**src/rom_init.hex**
```
// Boot ROM image, one 32-bit hex word per line, ROM index 0 to 15 in order
3C1D0000
27BDFFF0
AFBF000C
0C000010
00000000
8FBF000C
27BD0010
03E00008
00000000
3C085900
35080004
240A00A5
AD0A0000
1000FFFF
00000000
C0DEB007
```
**src/hdl/soc_bus_pkg.sv**
```systemverilog
`default_nettype none

package soc_bus_pkg;

	//==================================================
	// Bus widths and payload types

	localparam int WORD_W = 32;
	localparam int ADDR_W = 32;

	typedef logic [WORD_W-1:0] word_t;
	typedef logic [ADDR_W-1:0] addr_t;

	//==================================================
	// I/O bridge sequencing

	typedef enum logic [1:0] {
		IDLE,
		FAR_REQ,	// select out to the far device
		FAR_WAIT,
		NEAR_ACK
	} bridge_state_t;

endpackage

`default_nettype wire

```
**src/hdl/soc_map_pkg.sv**
```systemverilog
`default_nettype none

package soc_map_pkg;

	//==================================================
	// Near bus regions, address bits 31..28

	typedef enum logic [3:0] {
		REGION_ROM = 4'h0,
		REGION_IO  = 4'h5
	} region_t;

	// Far devices behind the bridge, address bits 27..24
	typedef enum logic [3:0] {
		DEV_TIMER  = 4'h5,
		DEV_IRQ    = 4'h8,
		DEV_SYSREG = 4'h9
	} device_t;

	//==================================================
	// Register offsets, address bits 4..2

	typedef enum logic [2:0] {
		TMR_COUNT   = 3'd0,
		TMR_COMPARE = 3'd1,
		TMR_CTRL    = 3'd2
	} timer_reg_t;

	typedef enum logic [2:0] {
		IRQ_PENDING = 3'd0,
		IRQ_ENABLE  = 3'd1,
		IRQ_CLAIM   = 3'd2
	} irq_reg_t;

	typedef enum logic [2:0] {
		SR_DEVICE_ID = 3'd0,
		SR_LEDS      = 3'd1,
		SR_RESET     = 3'd2
	} sysreg_reg_t;

	// Boot ROM, word index from address bits 5..2
	localparam int    ROM_WORDS = 16;
	localparam int    ROM_IDX_W = $clog2(ROM_WORDS);
	localparam string ROM_FILE  = "/design/src/rom_init.hex";

	localparam int DEVICE_ID   = 6;
	localparam int LED_W       = 8;
	localparam int IRQ_SOURCES = 4;

	// Internal reset length after a software reset
	localparam int RESET_HOLD = 16;
	localparam int HOLD_W     = $clog2(RESET_HOLD + 1);

endpackage

`default_nettype wire

```
**src/hdl/reset_sync.sv**
```systemverilog
`timescale 1ns/1ps
`default_nettype none

module reset_sync (
	input  wire  i_clock,
	input  wire  i_rst_n,
	input  wire  i_soft_reset,
	output logic o_rst_n
);

	import soc_map_pkg::*;

	logic              sync_q;
	logic [HOLD_W-1:0] hold_cnt;

	// Asserts at once, releases on the second edge after i_rst_n rises
	always_ff @(posedge i_clock or negedge i_rst_n) begin
		if (!i_rst_n) begin
			sync_q   <= 1'b0;
			hold_cnt <= '0;
			o_rst_n  <= 1'b0;
		end else begin
			sync_q <= 1'b1;
			if (i_soft_reset)
				hold_cnt <= HOLD_W'(RESET_HOLD);
			else if (hold_cnt != '0)
				hold_cnt <= hold_cnt - 1'b1;
			// Low for RESET_HOLD edges once the pulse is seen
			o_rst_n <= sync_q && !i_soft_reset && (hold_cnt <= HOLD_W'(1));
		end
	end

endmodule

`default_nettype wire

```
**src/hdl/system_bus.sv**
```systemverilog
`timescale 1ns/1ps
`default_nettype none

module system_bus (
	input  wire                 i_clock,
	input  wire                 i_rst_n,

	// Wishbone classic slave
	input  wire                 i_wb_cyc,
	input  wire                 i_wb_stb,
	input  wire                 i_wb_we,
	input  wire soc_bus_pkg::addr_t i_wb_adr,
	input  wire soc_bus_pkg::word_t i_wb_dat,
	output soc_bus_pkg::word_t  o_wb_dat,
	output logic                o_wb_ack,

	// Near side of the I/O bridge
	output logic                o_io_req,
	output logic                o_io_we,
	output logic [27:0]         o_io_offset,
	output soc_bus_pkg::word_t  o_io_wdata,
	input  wire soc_bus_pkg::word_t i_io_rdata,
	input  wire                 i_io_ack
);

	import soc_bus_pkg::*;
	import soc_map_pkg::*;

	region_t              region;
	logic                 start;
	logic                 busy;
	logic                 local_ack;
	word_t                local_rdata;
	logic [ROM_IDX_W-1:0] rom_idx;
	word_t                rom [ROM_WORDS];

	initial $readmemh(ROM_FILE, rom);

	assign region  = region_t'(i_wb_adr[31:28]);
	assign rom_idx = i_wb_adr[ROM_IDX_W+1:2];

	// Master holds stb until ack, so accept once per transfer
	assign start = i_wb_cyc && i_wb_stb && !busy;

	always_ff @(posedge i_clock or negedge i_rst_n) begin
		if (!i_rst_n) begin
			busy      <= 1'b0;
			local_ack <= 1'b0;
			o_io_req  <= 1'b0;
		end else begin
			local_ack <= 1'b0;
			o_io_req  <= 1'b0;
			if (start) begin
				busy <= 1'b1;
				if (region == REGION_IO)
					o_io_req <= 1'b1;
				else
					local_ack <= 1'b1;
			end else if (o_wb_ack) begin
				busy <= 1'b0;
			end
		end
	end

	// ROM writes and unmapped regions answer zero
	always_ff @(posedge i_clock) begin
		if (start) begin
			o_io_we     <= i_wb_we;
			o_io_offset <= i_wb_adr[27:0];
			o_io_wdata  <= i_wb_dat;
			if (region == REGION_ROM && !i_wb_we)
				local_rdata <= rom[rom_idx];
			else
				local_rdata <= '0;
		end
	end

	// Bridge response goes straight through
	assign o_wb_ack = local_ack || i_io_ack;
	assign o_wb_dat = i_io_ack ? i_io_rdata : local_rdata;

endmodule

`default_nettype wire

```
**src/hdl/io_bridge.sv**
```systemverilog
`timescale 1ns/1ps
`default_nettype none

module io_bridge (
	input  wire                 i_clock,
	input  wire                 i_rst_n,

	// Near side
	input  wire                 i_req,
	input  wire                 i_we,
	input  wire [27:0]          i_offset,
	input  wire soc_bus_pkg::word_t i_wdata,
	output soc_bus_pkg::word_t  o_rdata,
	output logic                o_ack,

	// Far side, shared by all devices
	output logic                o_far_we,
	output logic [2:0]          o_far_index,
	output soc_bus_pkg::word_t  o_far_wdata,
	output logic                o_timer_sel,
	output logic                o_irq_sel,
	output logic                o_sysreg_sel,
	input  wire soc_bus_pkg::word_t i_timer_rdata,
	input  wire                 i_timer_ack,
	input  wire soc_bus_pkg::word_t i_irq_rdata,
	input  wire                 i_irq_ack,
	input  wire soc_bus_pkg::word_t i_sysreg_rdata,
	input  wire                 i_sysreg_ack
);

	import soc_bus_pkg::*;
	import soc_map_pkg::*;

	bridge_state_t state;
	logic          we_r;
	logic [2:0]    index_r;
	word_t         wdata_r;
	device_t       dev_r;
	logic          far_ack;
	word_t         far_rdata;

	//==================================================
	// Sequencing

	always_ff @(posedge i_clock or negedge i_rst_n) begin
		if (!i_rst_n) begin
			state <= IDLE;
			o_ack <= 1'b0;
		end else begin
			o_ack <= 1'b0;
			case (state)
				IDLE: begin
					if (i_req)
						state <= FAR_REQ;
				end
				FAR_REQ: state <= FAR_WAIT;
				FAR_WAIT: begin
					if (far_ack) begin
						o_ack <= 1'b1;
						state <= NEAR_ACK;
					end
				end
				NEAR_ACK: state <= IDLE;
				default: state <= IDLE;
			endcase
		end
	end

	always_ff @(posedge i_clock) begin
		if (state == IDLE && i_req) begin
			we_r    <= i_we;
			index_r <= i_offset[4:2];
			wdata_r <= i_wdata;
			dev_r   <= device_t'(i_offset[27:24]);
		end
		if (state == FAR_WAIT && far_ack)
			o_rdata <= far_rdata;
	end

	//==================================================
	// Device decode and response mux

	// One select, held for the single FAR_REQ cycle
	assign o_timer_sel  = (state == FAR_REQ) && (dev_r == DEV_TIMER);
	assign o_irq_sel    = (state == FAR_REQ) && (dev_r == DEV_IRQ);
	assign o_sysreg_sel = (state == FAR_REQ) && (dev_r == DEV_SYSREG);

	assign o_far_we    = we_r;
	assign o_far_index = index_r;
	assign o_far_wdata = wdata_r;

	always_comb begin
		case (dev_r)
			DEV_TIMER: begin
				far_ack   = i_timer_ack;
				far_rdata = i_timer_rdata;
			end
			DEV_IRQ: begin
				far_ack   = i_irq_ack;
				far_rdata = i_irq_rdata;
			end
			DEV_SYSREG: begin
				far_ack   = i_sysreg_ack;
				far_rdata = i_sysreg_rdata;
			end
			// Nothing there, answer zero on time
			default: begin
				far_ack   = 1'b1;
				far_rdata = '0;
			end
		endcase
	end

endmodule

`default_nettype wire

```
**src/hdl/sys_timer.sv**
```systemverilog
`timescale 1ns/1ps
`default_nettype none

module sys_timer (
	input  wire                 i_clock,
	input  wire                 i_rst_n,
	input  wire                 i_sel,
	input  wire                 i_we,
	input  wire [2:0]           i_index,
	input  wire soc_bus_pkg::word_t i_wdata,
	output soc_bus_pkg::word_t  o_rdata,
	output logic                o_ack,
	output logic                o_irq
);

	import soc_bus_pkg::*;
	import soc_map_pkg::*;

	timer_reg_t reg_sel;
	logic       wr;
	word_t      count;
	word_t      compare;
	logic       irq_en;

	assign reg_sel = timer_reg_t'(i_index);
	assign wr      = i_sel && i_we;

	always_ff @(posedge i_clock or negedge i_rst_n) begin
		if (!i_rst_n) begin
			count   <= '0;
			compare <= '1;
			irq_en  <= 1'b0;
			o_ack   <= 1'b0;
			o_irq   <= 1'b0;
		end else begin
			o_ack <= i_sel;
			// Free running unless software loads it
			if (wr && reg_sel == TMR_COUNT)
				count <= i_wdata;
			else
				count <= count + 1'b1;
			if (wr && reg_sel == TMR_COMPARE)
				compare <= i_wdata;
			if (wr && reg_sel == TMR_CTRL)
				irq_en <= i_wdata[0];
			o_irq <= irq_en && (count >= compare);
		end
	end

	always_ff @(posedge i_clock) begin
		if (i_sel) begin
			case (reg_sel)
				TMR_COUNT:   o_rdata <= count;
				TMR_COMPARE: o_rdata <= compare;
				TMR_CTRL:    o_rdata <= word_t'(irq_en);
				default:     o_rdata <= '0;
			endcase
		end
	end

endmodule

`default_nettype wire

```
**src/hdl/irq_ctrl.sv**
```systemverilog
`timescale 1ns/1ps
`default_nettype none

module irq_ctrl (
	input  wire                 i_clock,
	input  wire                 i_rst_n,
	input  wire [soc_map_pkg::IRQ_SOURCES-1:0] i_src,
	input  wire                 i_sel,
	input  wire                 i_we,
	input  wire [2:0]           i_index,
	input  wire soc_bus_pkg::word_t i_wdata,
	output soc_bus_pkg::word_t  o_rdata,
	output logic                o_ack,
	output logic                o_irq
);

	import soc_bus_pkg::*;
	import soc_map_pkg::*;

	irq_reg_t               reg_sel;
	logic                   claim_rd;
	logic [IRQ_SOURCES-1:0] src_q;
	logic [IRQ_SOURCES-1:0] pending;
	logic [IRQ_SOURCES-1:0] enable;
	logic [IRQ_SOURCES-1:0] active;
	logic [IRQ_SOURCES-1:0] claim_mask;
	word_t                  claim_id;

	assign reg_sel  = irq_reg_t'(i_index);
	assign claim_rd = i_sel && !i_we && (reg_sel == IRQ_CLAIM);
	assign active   = pending & enable;
	assign o_irq    = |active;

	// Lowest numbered active source wins the claim
	always_comb begin
		claim_id   = '0;
		claim_mask = '0;
		for (int i = IRQ_SOURCES - 1; i >= 0; i--) begin
			if (active[i]) begin
				claim_id   = word_t'(i + 1);
				claim_mask = IRQ_SOURCES'(1) << i;
			end
		end
	end

	always_ff @(posedge i_clock or negedge i_rst_n) begin
		if (!i_rst_n) begin
			src_q   <= '0;
			pending <= '0;
			enable  <= '0;
			o_ack   <= 1'b0;
		end else begin
			o_ack <= i_sel;
			src_q <= i_src;
			// A new edge beats a claim on the same source
			pending <= (pending & ~({IRQ_SOURCES{claim_rd}} & claim_mask)) | (i_src & ~src_q);
			if (i_sel && i_we && reg_sel == IRQ_ENABLE)
				enable <= i_wdata[IRQ_SOURCES-1:0];
		end
	end

	always_ff @(posedge i_clock) begin
		if (i_sel) begin
			case (reg_sel)
				IRQ_PENDING: o_rdata <= word_t'(pending);
				IRQ_ENABLE:  o_rdata <= word_t'(enable);
				IRQ_CLAIM:   o_rdata <= claim_id;
				default:     o_rdata <= '0;
			endcase
		end
	end

endmodule

`default_nettype wire

```
**src/hdl/sys_regs.sv**
```systemverilog
`timescale 1ns/1ps
`default_nettype none

module sys_regs (
	input  wire                 i_clock,
	input  wire                 i_rst_n,
	input  wire                 i_sel,
	input  wire                 i_we,
	input  wire [2:0]           i_index,
	input  wire soc_bus_pkg::word_t i_wdata,
	output soc_bus_pkg::word_t  o_rdata,
	output logic                o_ack,
	output logic [soc_map_pkg::LED_W-1:0] o_leds,
	output logic                o_soft_reset
);

	import soc_bus_pkg::*;
	import soc_map_pkg::*;

	sysreg_reg_t reg_sel;
	logic        wr;
	logic        reset_hit;
	logic [1:0]  reset_dly;
	word_t       leds_r;

	assign reg_sel   = sysreg_reg_t'(i_index);
	assign wr        = i_sel && i_we;
	assign reset_hit = wr && (reg_sel == SR_RESET) && i_wdata[0];
	assign o_leds    = leds_r[LED_W-1:0];

	always_ff @(posedge i_clock or negedge i_rst_n) begin
		if (!i_rst_n) begin
			leds_r       <= '0;
			o_ack        <= 1'b0;
			reset_dly    <= '0;
			o_soft_reset <= 1'b0;
		end else begin
			o_ack <= i_sel;
			if (wr && reg_sel == SR_LEDS)
				leds_r <= i_wdata;
			// Held back until the bridge ack has reached the master
			reset_dly    <= {reset_dly[0], reset_hit};
			o_soft_reset <= reset_dly[1];
		end
	end

	always_ff @(posedge i_clock) begin
		if (i_sel) begin
			case (reg_sel)
				SR_DEVICE_ID: o_rdata <= word_t'(DEVICE_ID);
				SR_LEDS:      o_rdata <= leds_r;
				default:      o_rdata <= '0;
			endcase
		end
	end

endmodule

`default_nettype wire

```
**src/hdl/soc_top.sv**
```systemverilog
`timescale 1ns/1ps
`default_nettype none

module soc_top (
	input  wire                 i_clock,
	input  wire                 i_rst_n,

	input  wire                 i_wb_cyc,
	input  wire                 i_wb_stb,
	input  wire                 i_wb_we,
	input  wire soc_bus_pkg::addr_t i_wb_adr,
	input  wire soc_bus_pkg::word_t i_wb_dat,
	output soc_bus_pkg::word_t  o_wb_dat,
	output logic                o_wb_ack,

	input  wire [soc_map_pkg::IRQ_SOURCES-1:0] i_irq_src,
	output logic                o_irq_timer,
	output logic                o_irq_ext,
	output logic [soc_map_pkg::LED_W-1:0] o_leds
);

	import soc_bus_pkg::*;

	logic       rst_n;
	logic       soft_reset;

	logic       io_req;
	logic       io_we;
	logic [27:0] io_offset;
	word_t      io_wdata;
	word_t      io_rdata;
	logic       io_ack;

	logic       far_we;
	logic [2:0] far_index;
	word_t      far_wdata;
	logic       timer_sel;
	word_t      timer_rdata;
	logic       timer_ack;
	logic       irq_sel;
	word_t      irq_rdata;
	logic       irq_ack;
	logic       sysreg_sel;
	word_t      sysreg_rdata;
	logic       sysreg_ack;

	//==================================================
	// Reset and near bus

	reset_sync u_reset_sync (
		.i_clock      (i_clock),
		.i_rst_n      (i_rst_n),
		.i_soft_reset (soft_reset),
		.o_rst_n      (rst_n)
	);

	system_bus u_system_bus (
		.i_clock     (i_clock),
		.i_rst_n     (rst_n),
		.i_wb_cyc    (i_wb_cyc),
		.i_wb_stb    (i_wb_stb),
		.i_wb_we     (i_wb_we),
		.i_wb_adr    (i_wb_adr),
		.i_wb_dat    (i_wb_dat),
		.o_wb_dat    (o_wb_dat),
		.o_wb_ack    (o_wb_ack),
		.o_io_req    (io_req),
		.o_io_we     (io_we),
		.o_io_offset (io_offset),
		.o_io_wdata  (io_wdata),
		.i_io_rdata  (io_rdata),
		.i_io_ack    (io_ack)
	);

	//==================================================
	// Bridge and far devices

	io_bridge u_io_bridge (
		.i_clock        (i_clock),
		.i_rst_n        (rst_n),
		.i_req          (io_req),
		.i_we           (io_we),
		.i_offset       (io_offset),
		.i_wdata        (io_wdata),
		.o_rdata        (io_rdata),
		.o_ack          (io_ack),
		.o_far_we       (far_we),
		.o_far_index    (far_index),
		.o_far_wdata    (far_wdata),
		.o_timer_sel    (timer_sel),
		.o_irq_sel      (irq_sel),
		.o_sysreg_sel   (sysreg_sel),
		.i_timer_rdata  (timer_rdata),
		.i_timer_ack    (timer_ack),
		.i_irq_rdata    (irq_rdata),
		.i_irq_ack      (irq_ack),
		.i_sysreg_rdata (sysreg_rdata),
		.i_sysreg_ack   (sysreg_ack)
	);

	sys_timer u_sys_timer (
		.i_clock (i_clock),
		.i_rst_n (rst_n),
		.i_sel   (timer_sel),
		.i_we    (far_we),
		.i_index (far_index),
		.i_wdata (far_wdata),
		.o_rdata (timer_rdata),
		.o_ack   (timer_ack),
		.o_irq   (o_irq_timer)
	);

	irq_ctrl u_irq_ctrl (
		.i_clock (i_clock),
		.i_rst_n (rst_n),
		.i_src   (i_irq_src),
		.i_sel   (irq_sel),
		.i_we    (far_we),
		.i_index (far_index),
		.i_wdata (far_wdata),
		.o_rdata (irq_rdata),
		.o_ack   (irq_ack),
		.o_irq   (o_irq_ext)
	);

	sys_regs u_sys_regs (
		.i_clock      (i_clock),
		.i_rst_n      (rst_n),
		.i_sel        (sysreg_sel),
		.i_we         (far_we),
		.i_index      (far_index),
		.i_wdata      (far_wdata),
		.o_rdata      (sysreg_rdata),
		.o_ack        (sysreg_ack),
		.o_leds       (o_leds),
		.o_soft_reset (soft_reset)
	);

endmodule

`default_nettype wire

```
**config.mk**
```make
export PLATFORM = sky130hd
export DESIGN_NAME = soc_top
export DESIGN_NICKNAME = d
export VERILOG_FILES = /design/src/hdl/soc_bus_pkg.sv /design/src/hdl/soc_map_pkg.sv /design/src/hdl/reset_sync.sv /design/src/hdl/system_bus.sv /design/src/hdl/io_bridge.sv /design/src/hdl/sys_timer.sv /design/src/hdl/irq_ctrl.sv /design/src/hdl/sys_regs.sv /design/src/hdl/soc_top.sv
export SDC_FILE = /design/constraint.sdc
export NUM_CORES = 1
export LEC_CHECK = 0
export BUFFER_PORTS_ARGS = -buffer_cell sky130_fd_sc_hd__buf_4
export CAP_MARGIN = 15
export CORE_MARGIN = 2
export CORE_UTILIZATION = 60
export DETAILED_ROUTE_END_ITERATION = 8
export PLACE_DENSITY_LB_ADDON = 0.08
export SLEW_MARGIN = 0
export SYNTH_ARGS = -nofsm -noshare
export SYNTH_HDL_FRONTEND = slang
export SYNTH_HIERARCHICAL = 1
export SYNTH_SLANG_ARGS = --single-unit
export TNS_END_PERCENT = 20
```
**constraint.sdc**
```tcl
create_clock -name i_clock -period 5.2 [get_ports i_clock]
set_input_delay 0.26 -clock i_clock [delete_from_list [all_inputs] [get_ports i_clock]]
set_output_delay 0.26 -clock i_clock [all_outputs]
set_load 0.02 [all_outputs]
```
Word level (Yosys, flattened, before mapping):

Index checks and enable logic that the tools add are counted.

* register bits: 390
* input port bits: 73
* output and inout port bits: 43

* add/sub/neg operators: 2
* magnitude comparators: 2
* eq/ne operators: 11
* muxes and demuxes: 28
* bitwise logic cells: 7
* reductions and logical operators: 36

Operator list (number)
* $pmux W32 S3: 2
* $mux W32: 2
* $pmux W32 S2: 1
* $add A32 B1 Y32 const B: 1
* $ge A32 B32 Y1: 1
* $logic_and A1 B1 Y1: 23
* $and A4 B4 Y4: 4
* $mux W4: 4
* $mux W3: 4
* $pmux W4 S3: 1
* $mux W5: 2
* $eq A4 B3 Y1 const B: 2
* $eq A4 B4 Y1 const B: 2
* $mux W1: 8
* $not A4 Y4: 2
* $pmux W2 S4: 1
* $le A5 B1 Y1 const B: 1
* $reduce_bool A5 Y1: 1
* $sub A5 B1 Y5 const B: 1
* $eq A2 B2 Y1 const B: 2
* $logic_not A1 Y1: 4
* $logic_not A4 Y1: 1
* $mux W2: 2
* $or A4 B4 Y4: 1
* other kinds (12): 13

Logic depth before layout (Yosys ltp):

* depth after elaboration: 9
* gate-level depth with buffers: 9

By module:

The synthesis kept the hierarchy.

By module, submodules not included
* sys_timer: times used 1, cells an instance 489, area an instance 5132.4 um^2, sequential area each 2677.6 um^2
* io_bridge: times used 1, cells an instance 172, area an instance 3006.6 um^2, sequential area each 2237.1 um^2
* sys_regs: times used 1, cells an instance 153, area an instance 2592.5 um^2, sequential area each 1861.8 um^2
* system_bus: times used 1, cells an instance 107, area an instance 2193.4 um^2, sequential area each 1906.8 um^2
* irq_ctrl: times used 1, cells an instance 90, area an instance 978.4 um^2, sequential area each 445.4 um^2
* reset_sync: times used 1, cells an instance 30, area an instance 336.6 um^2, sequential area each 175.2 um^2

Least setup slack after synthesis:

OpenSTA, ideal clock, no wires.

* path type: register to register
* start point: register u_io_bridge.dev_r[3]
* end point: register u_io_bridge.o_rdata[0] (enable)
* arrival: 3.122 ns
* slack: 1.605 ns
* stages on the path, launching flop included: 4
* path buffers: 0
* cell sequence: edfxtp_1 nand4bb_1 o211ai_2 a21boi_0

* cells in the longest elaborated chain, start to end: 3
* elaborated cells between the ends (all ways): 5

Ends and longest elaborated chain
* from (decl): line io_bridge.sv:38 `device_t dev_r;`
* from (signal assigned): line io_bridge.sv:74 `dev_r <= device_t'(i_offset[27:24]);`
* $eq A4 B4 Y1 / $eq A4 B3 Y1 (equally long branches): line io_bridge.sv:93 `case (dev_r)`
* $pmux W1 S3 *: line io_bridge.sv:93
* $logic_and A1 B1 Y1 *: line io_bridge.sv:76 `if (state == FAR_WAIT && far_ack)`
* to (signal assigned): line io_bridge.sv:77 `o_rdata <= far_rdata;`
* to (decl): line io_bridge.sv:13 `output soc_bus_pkg::word_t o_rdata,`

Mark *: on every way between the ends. The rest lies on a longest branch, timed or not.
A chain may end at the register's enable or synchronous reset.

Final worst setup path:

* start point: register u_io_bridge.dev_r[1]
* end point: register u_sys_timer.compare[0]

* cells in the longest elaborated chain, start to end: 4

Ends and longest elaborated chain
* $eq A4 B3 Y1: line io_bridge.sv:84 `assign o_timer_sel = (state == FAR_REQ) && (dev_r == DEV_TIMER);`
* $logic_and A1 B1 Y1: line io_bridge.sv:84
* named net timer_sel: line soc_top.sv:37 `logic timer_sel;`
* $logic_and A1 B1 Y1: line sys_timer.sv:26 `assign wr = i_sel && i_we;`
* $logic_and A1 B1 Y1: line sys_timer.sv:42 `if (wr && reg_sel == TMR_COMPARE)`
* to (signal assigned): line sys_timer.sv:43 `compare <= i_wdata;`
* to (decl): line sys_timer.sv:22 `word_t compare;`

The timed path passes the listed nets, and every way through them passes these cells.

==> results_dict.tcl <==
set metrics [dict create \
    area_delta_synth_final_pct 16.9 \
    pwr-share-comb_pct 14.5 \
    min_path_type "in -> async" \
    hold_viol 0 \
    gp_congestion 0.816 \
    fin_hold_ws_ns 0.0620 \
    fin_setup_tns_ns 0 \
    crit_fanout 63 \
    endpoint_kind "flop" \
    rows 55 \
    num_antenna_cells 0 \
    critPathArrivalTime_ns 3.59 \
    final_cell_mix "180 x edfxtp_1, 107 x buf_4, 96 x dfrtp_1" \
    drive_above_1_share_pct 21.5 \
    clk_path_buf_depth 3 \
    finalMaxSlewViolations 0 \
    cpMostUsedCell "buf_4" \
    worstPathRequired_ns 5.69 \
    status "finished, final reports clean" \
    post-route-cell-area_um2 15900 \
    core_area_um2 22400 \
    rsz0062_at_grt "false" \
    worstSkewPairLatency_ns 0.56 \
    first_pass_iters 5 \
    worstPathCellList "nor4b_4 > buf_4 > and2_1 > buf_4 > and3_1 > buf_4 > mux2_2" \
    regArea_um2 8680 \
    fp.dieH_um 155 \
    p_sw_mw 1.59 \
    antenna_found_initial 0 \
    leakagePower_nw 6.62 \
    p_clk_share_pct 36.0 \
    max_freq_mhz 322 \
    crit_slowest_cell "edfxtp_1" \
    die_area_um2 23900 \
    grt_overflow 0 \
    drc 0 \
    fin_skew_ns 0.0145 \
    fin_crit_sh_pct 59.8 \
    seqPwrFrac_pct 49.5 \
    drtAntennaViolNets 0 \
    switching_share_pct 25.8 \
    grt_pass1_vias 8060 \
    fillers 1546 \
    slew_headroom_pct 26.8 \
    wl_per_cell_um 18.4 \
    setup_viol 0 \
    worstSetupStartpointType "flop" \
    syn_avg_cell_area_um2 13.3 \
    path_class "reg -> reg" \
    multi_input_area_um2 4250 \
    yosys_warnings 6 \
    die_w_um 155 \
    max-cap-violations 0 \
    slowest_delay_ns 0.52 \
    cts_buffers 31 \
    synth.cell_area_um2 13600 \
    cts_tree "yes" \
    routed_wl_mm 27.1 \
    irDropWorstVdd_v 0.000300 \
    port_buffers 94 \
    vias 8168 \
    path_clk_slew_ns 0.06 \
    grt_max_degree 64 \
    layout_commonest_cell "edfxtp_1" \
    powerDensity_nw_per_um2 388 \
    cts_sinks 309 \
    worst_pin_slew_ns 1.10 \
    p_int_mw 4.58 \
    num_io_pins 116 \
    grt_pass1_wl_mm 43.9 \
    hpwl_mm 17.1 \
    post-cts-setup-buffers 0 \
    drtIter0Drc 709 \
    nets 1273 \
    root_buffer "clkbuf_16" \
    post-route-min-period_ns 3.11 \
    power_mw 6.17 \
    syn_inst 1020 \
    start_util_pct 60.7 \
    grt_usage_pct 23.5 \
    viasPerCell 5.55 \
    h-tree-depth 1 \
    place_area_um2 14400 \
]
area by class of cell:
type / instances / area share (%)
Inverter: 83 / 1.96
Multi-Input combinational cell: 581 / 26.7
Timing Repair Buffer: 155 / 8.10
Clock buffer: 44 / 5.18
Tap cell: 285 / 2.24
Sequential cell: 309 / 54.6
Clock inverter: 14 / 1.24
final timing paths:
kind,startpoint,endpoint,slack (ns),depth (start not counted)
max reg2reg,u_io_bridge/dev_r[1],u_sys_timer/compare[0],2.09,7
min in group i_clock,i_wb_adr[30],u_system_bus/local_ack,0.11,3
max,u_io_bridge/dev_r[1],u_sys_timer/compare[0],2.09,7
max in group asynchronous,u_reset_sync/o_rst_n,u_sys_timer/count[10],3.88,1
min reg2reg,u_reset_sync/o_rst_n,u_sys_regs/reset_dly[1],0.31,0
min,i_rst_n,u_reset_sync/hold_cnt[2],0.06,2
power by group through the flow:
stage	logic, mW	registers (mW)	clock network [mW]
floorplan	0.560	3.09	0
global placement	0.846	3.10	0
detailed placement	0.870	3.10	0
CTS	0.910	3.06	2.27
global route	0.999	3.09	2.36
finish	0.895	3.05	2.22
state kept, by name, summed over array words and instances, names as in the netlist, 3 cells and up:
| name | count |
|---|---|
| u_sys_timer/compare | 32 |
| u_sys_timer/count | 32 |
| u_sys_regs/o_rdata | 32 |
| u_irq_ctrl/pending | 4 |
| u_reset_sync/hold_cnt | 5 |
| u_system_bus/o_io_wdata | 32 |
| u_irq_ctrl/o_rdata | 4 |
| u_io_bridge/o_far_index | 3 |
| u_io_bridge/o_rdata | 32 |
| u_system_bus/o_io_offset | 7 |
| u_irq_ctrl/enable | 4 |
| u_io_bridge/o_far_wdata | 32 |
| u_sys_timer/o_rdata | 32 |
| u_irq_ctrl/src_q | 4 |
| u_sys_regs/leds_r | 32 |
| u_io_bridge/dev_r | 4 |
through the flow:
stage          std cells  utilization (%)  worst slack (ns)
3_5_place_dp        1365             64.2              2.10
2_1_floorplan       1047                -              1.55
3_3_place_gp        1365             64.2              2.12
6_report            1471             70.9              2.09
4_1_cts             1470             70.8              2.10
5_1_grt             1471             70.9              1.91
repair_timing:
item	CTS	global route
resized for setup	0	0
hold buffers	47	0
endpoints found under the setup margin	0	0
endpoints found under the hold margin	57	0
critical path, delay by kind of cell, from the launching register on:
| family | cells | cell delay (ns) |
|---|---|---|
| multiplexers | 1 | 0.40 |
| AND/OR/NAND/NOR | 3 | 0.75 |
| flip-flops | 1 | 0.52 |
| buffers and inverters | 3 | 1.34 |
metal layers:
layer | track usage (%) | vias to the layer above | wire, um | part of all wire (%)
li1 | - | 3919 | - | -
met1 | 36.2 | 3946 | 12800 | 47
met2 | 35.1 | 261 | 12100 | 45
met3 | 4.03 | 42 | 1650 | 6.1
met4 | 6.22 | 0 | 578 | 2.1
met5 | 0 | - | 0 | 0
Power figures use the tool's default switching activity.
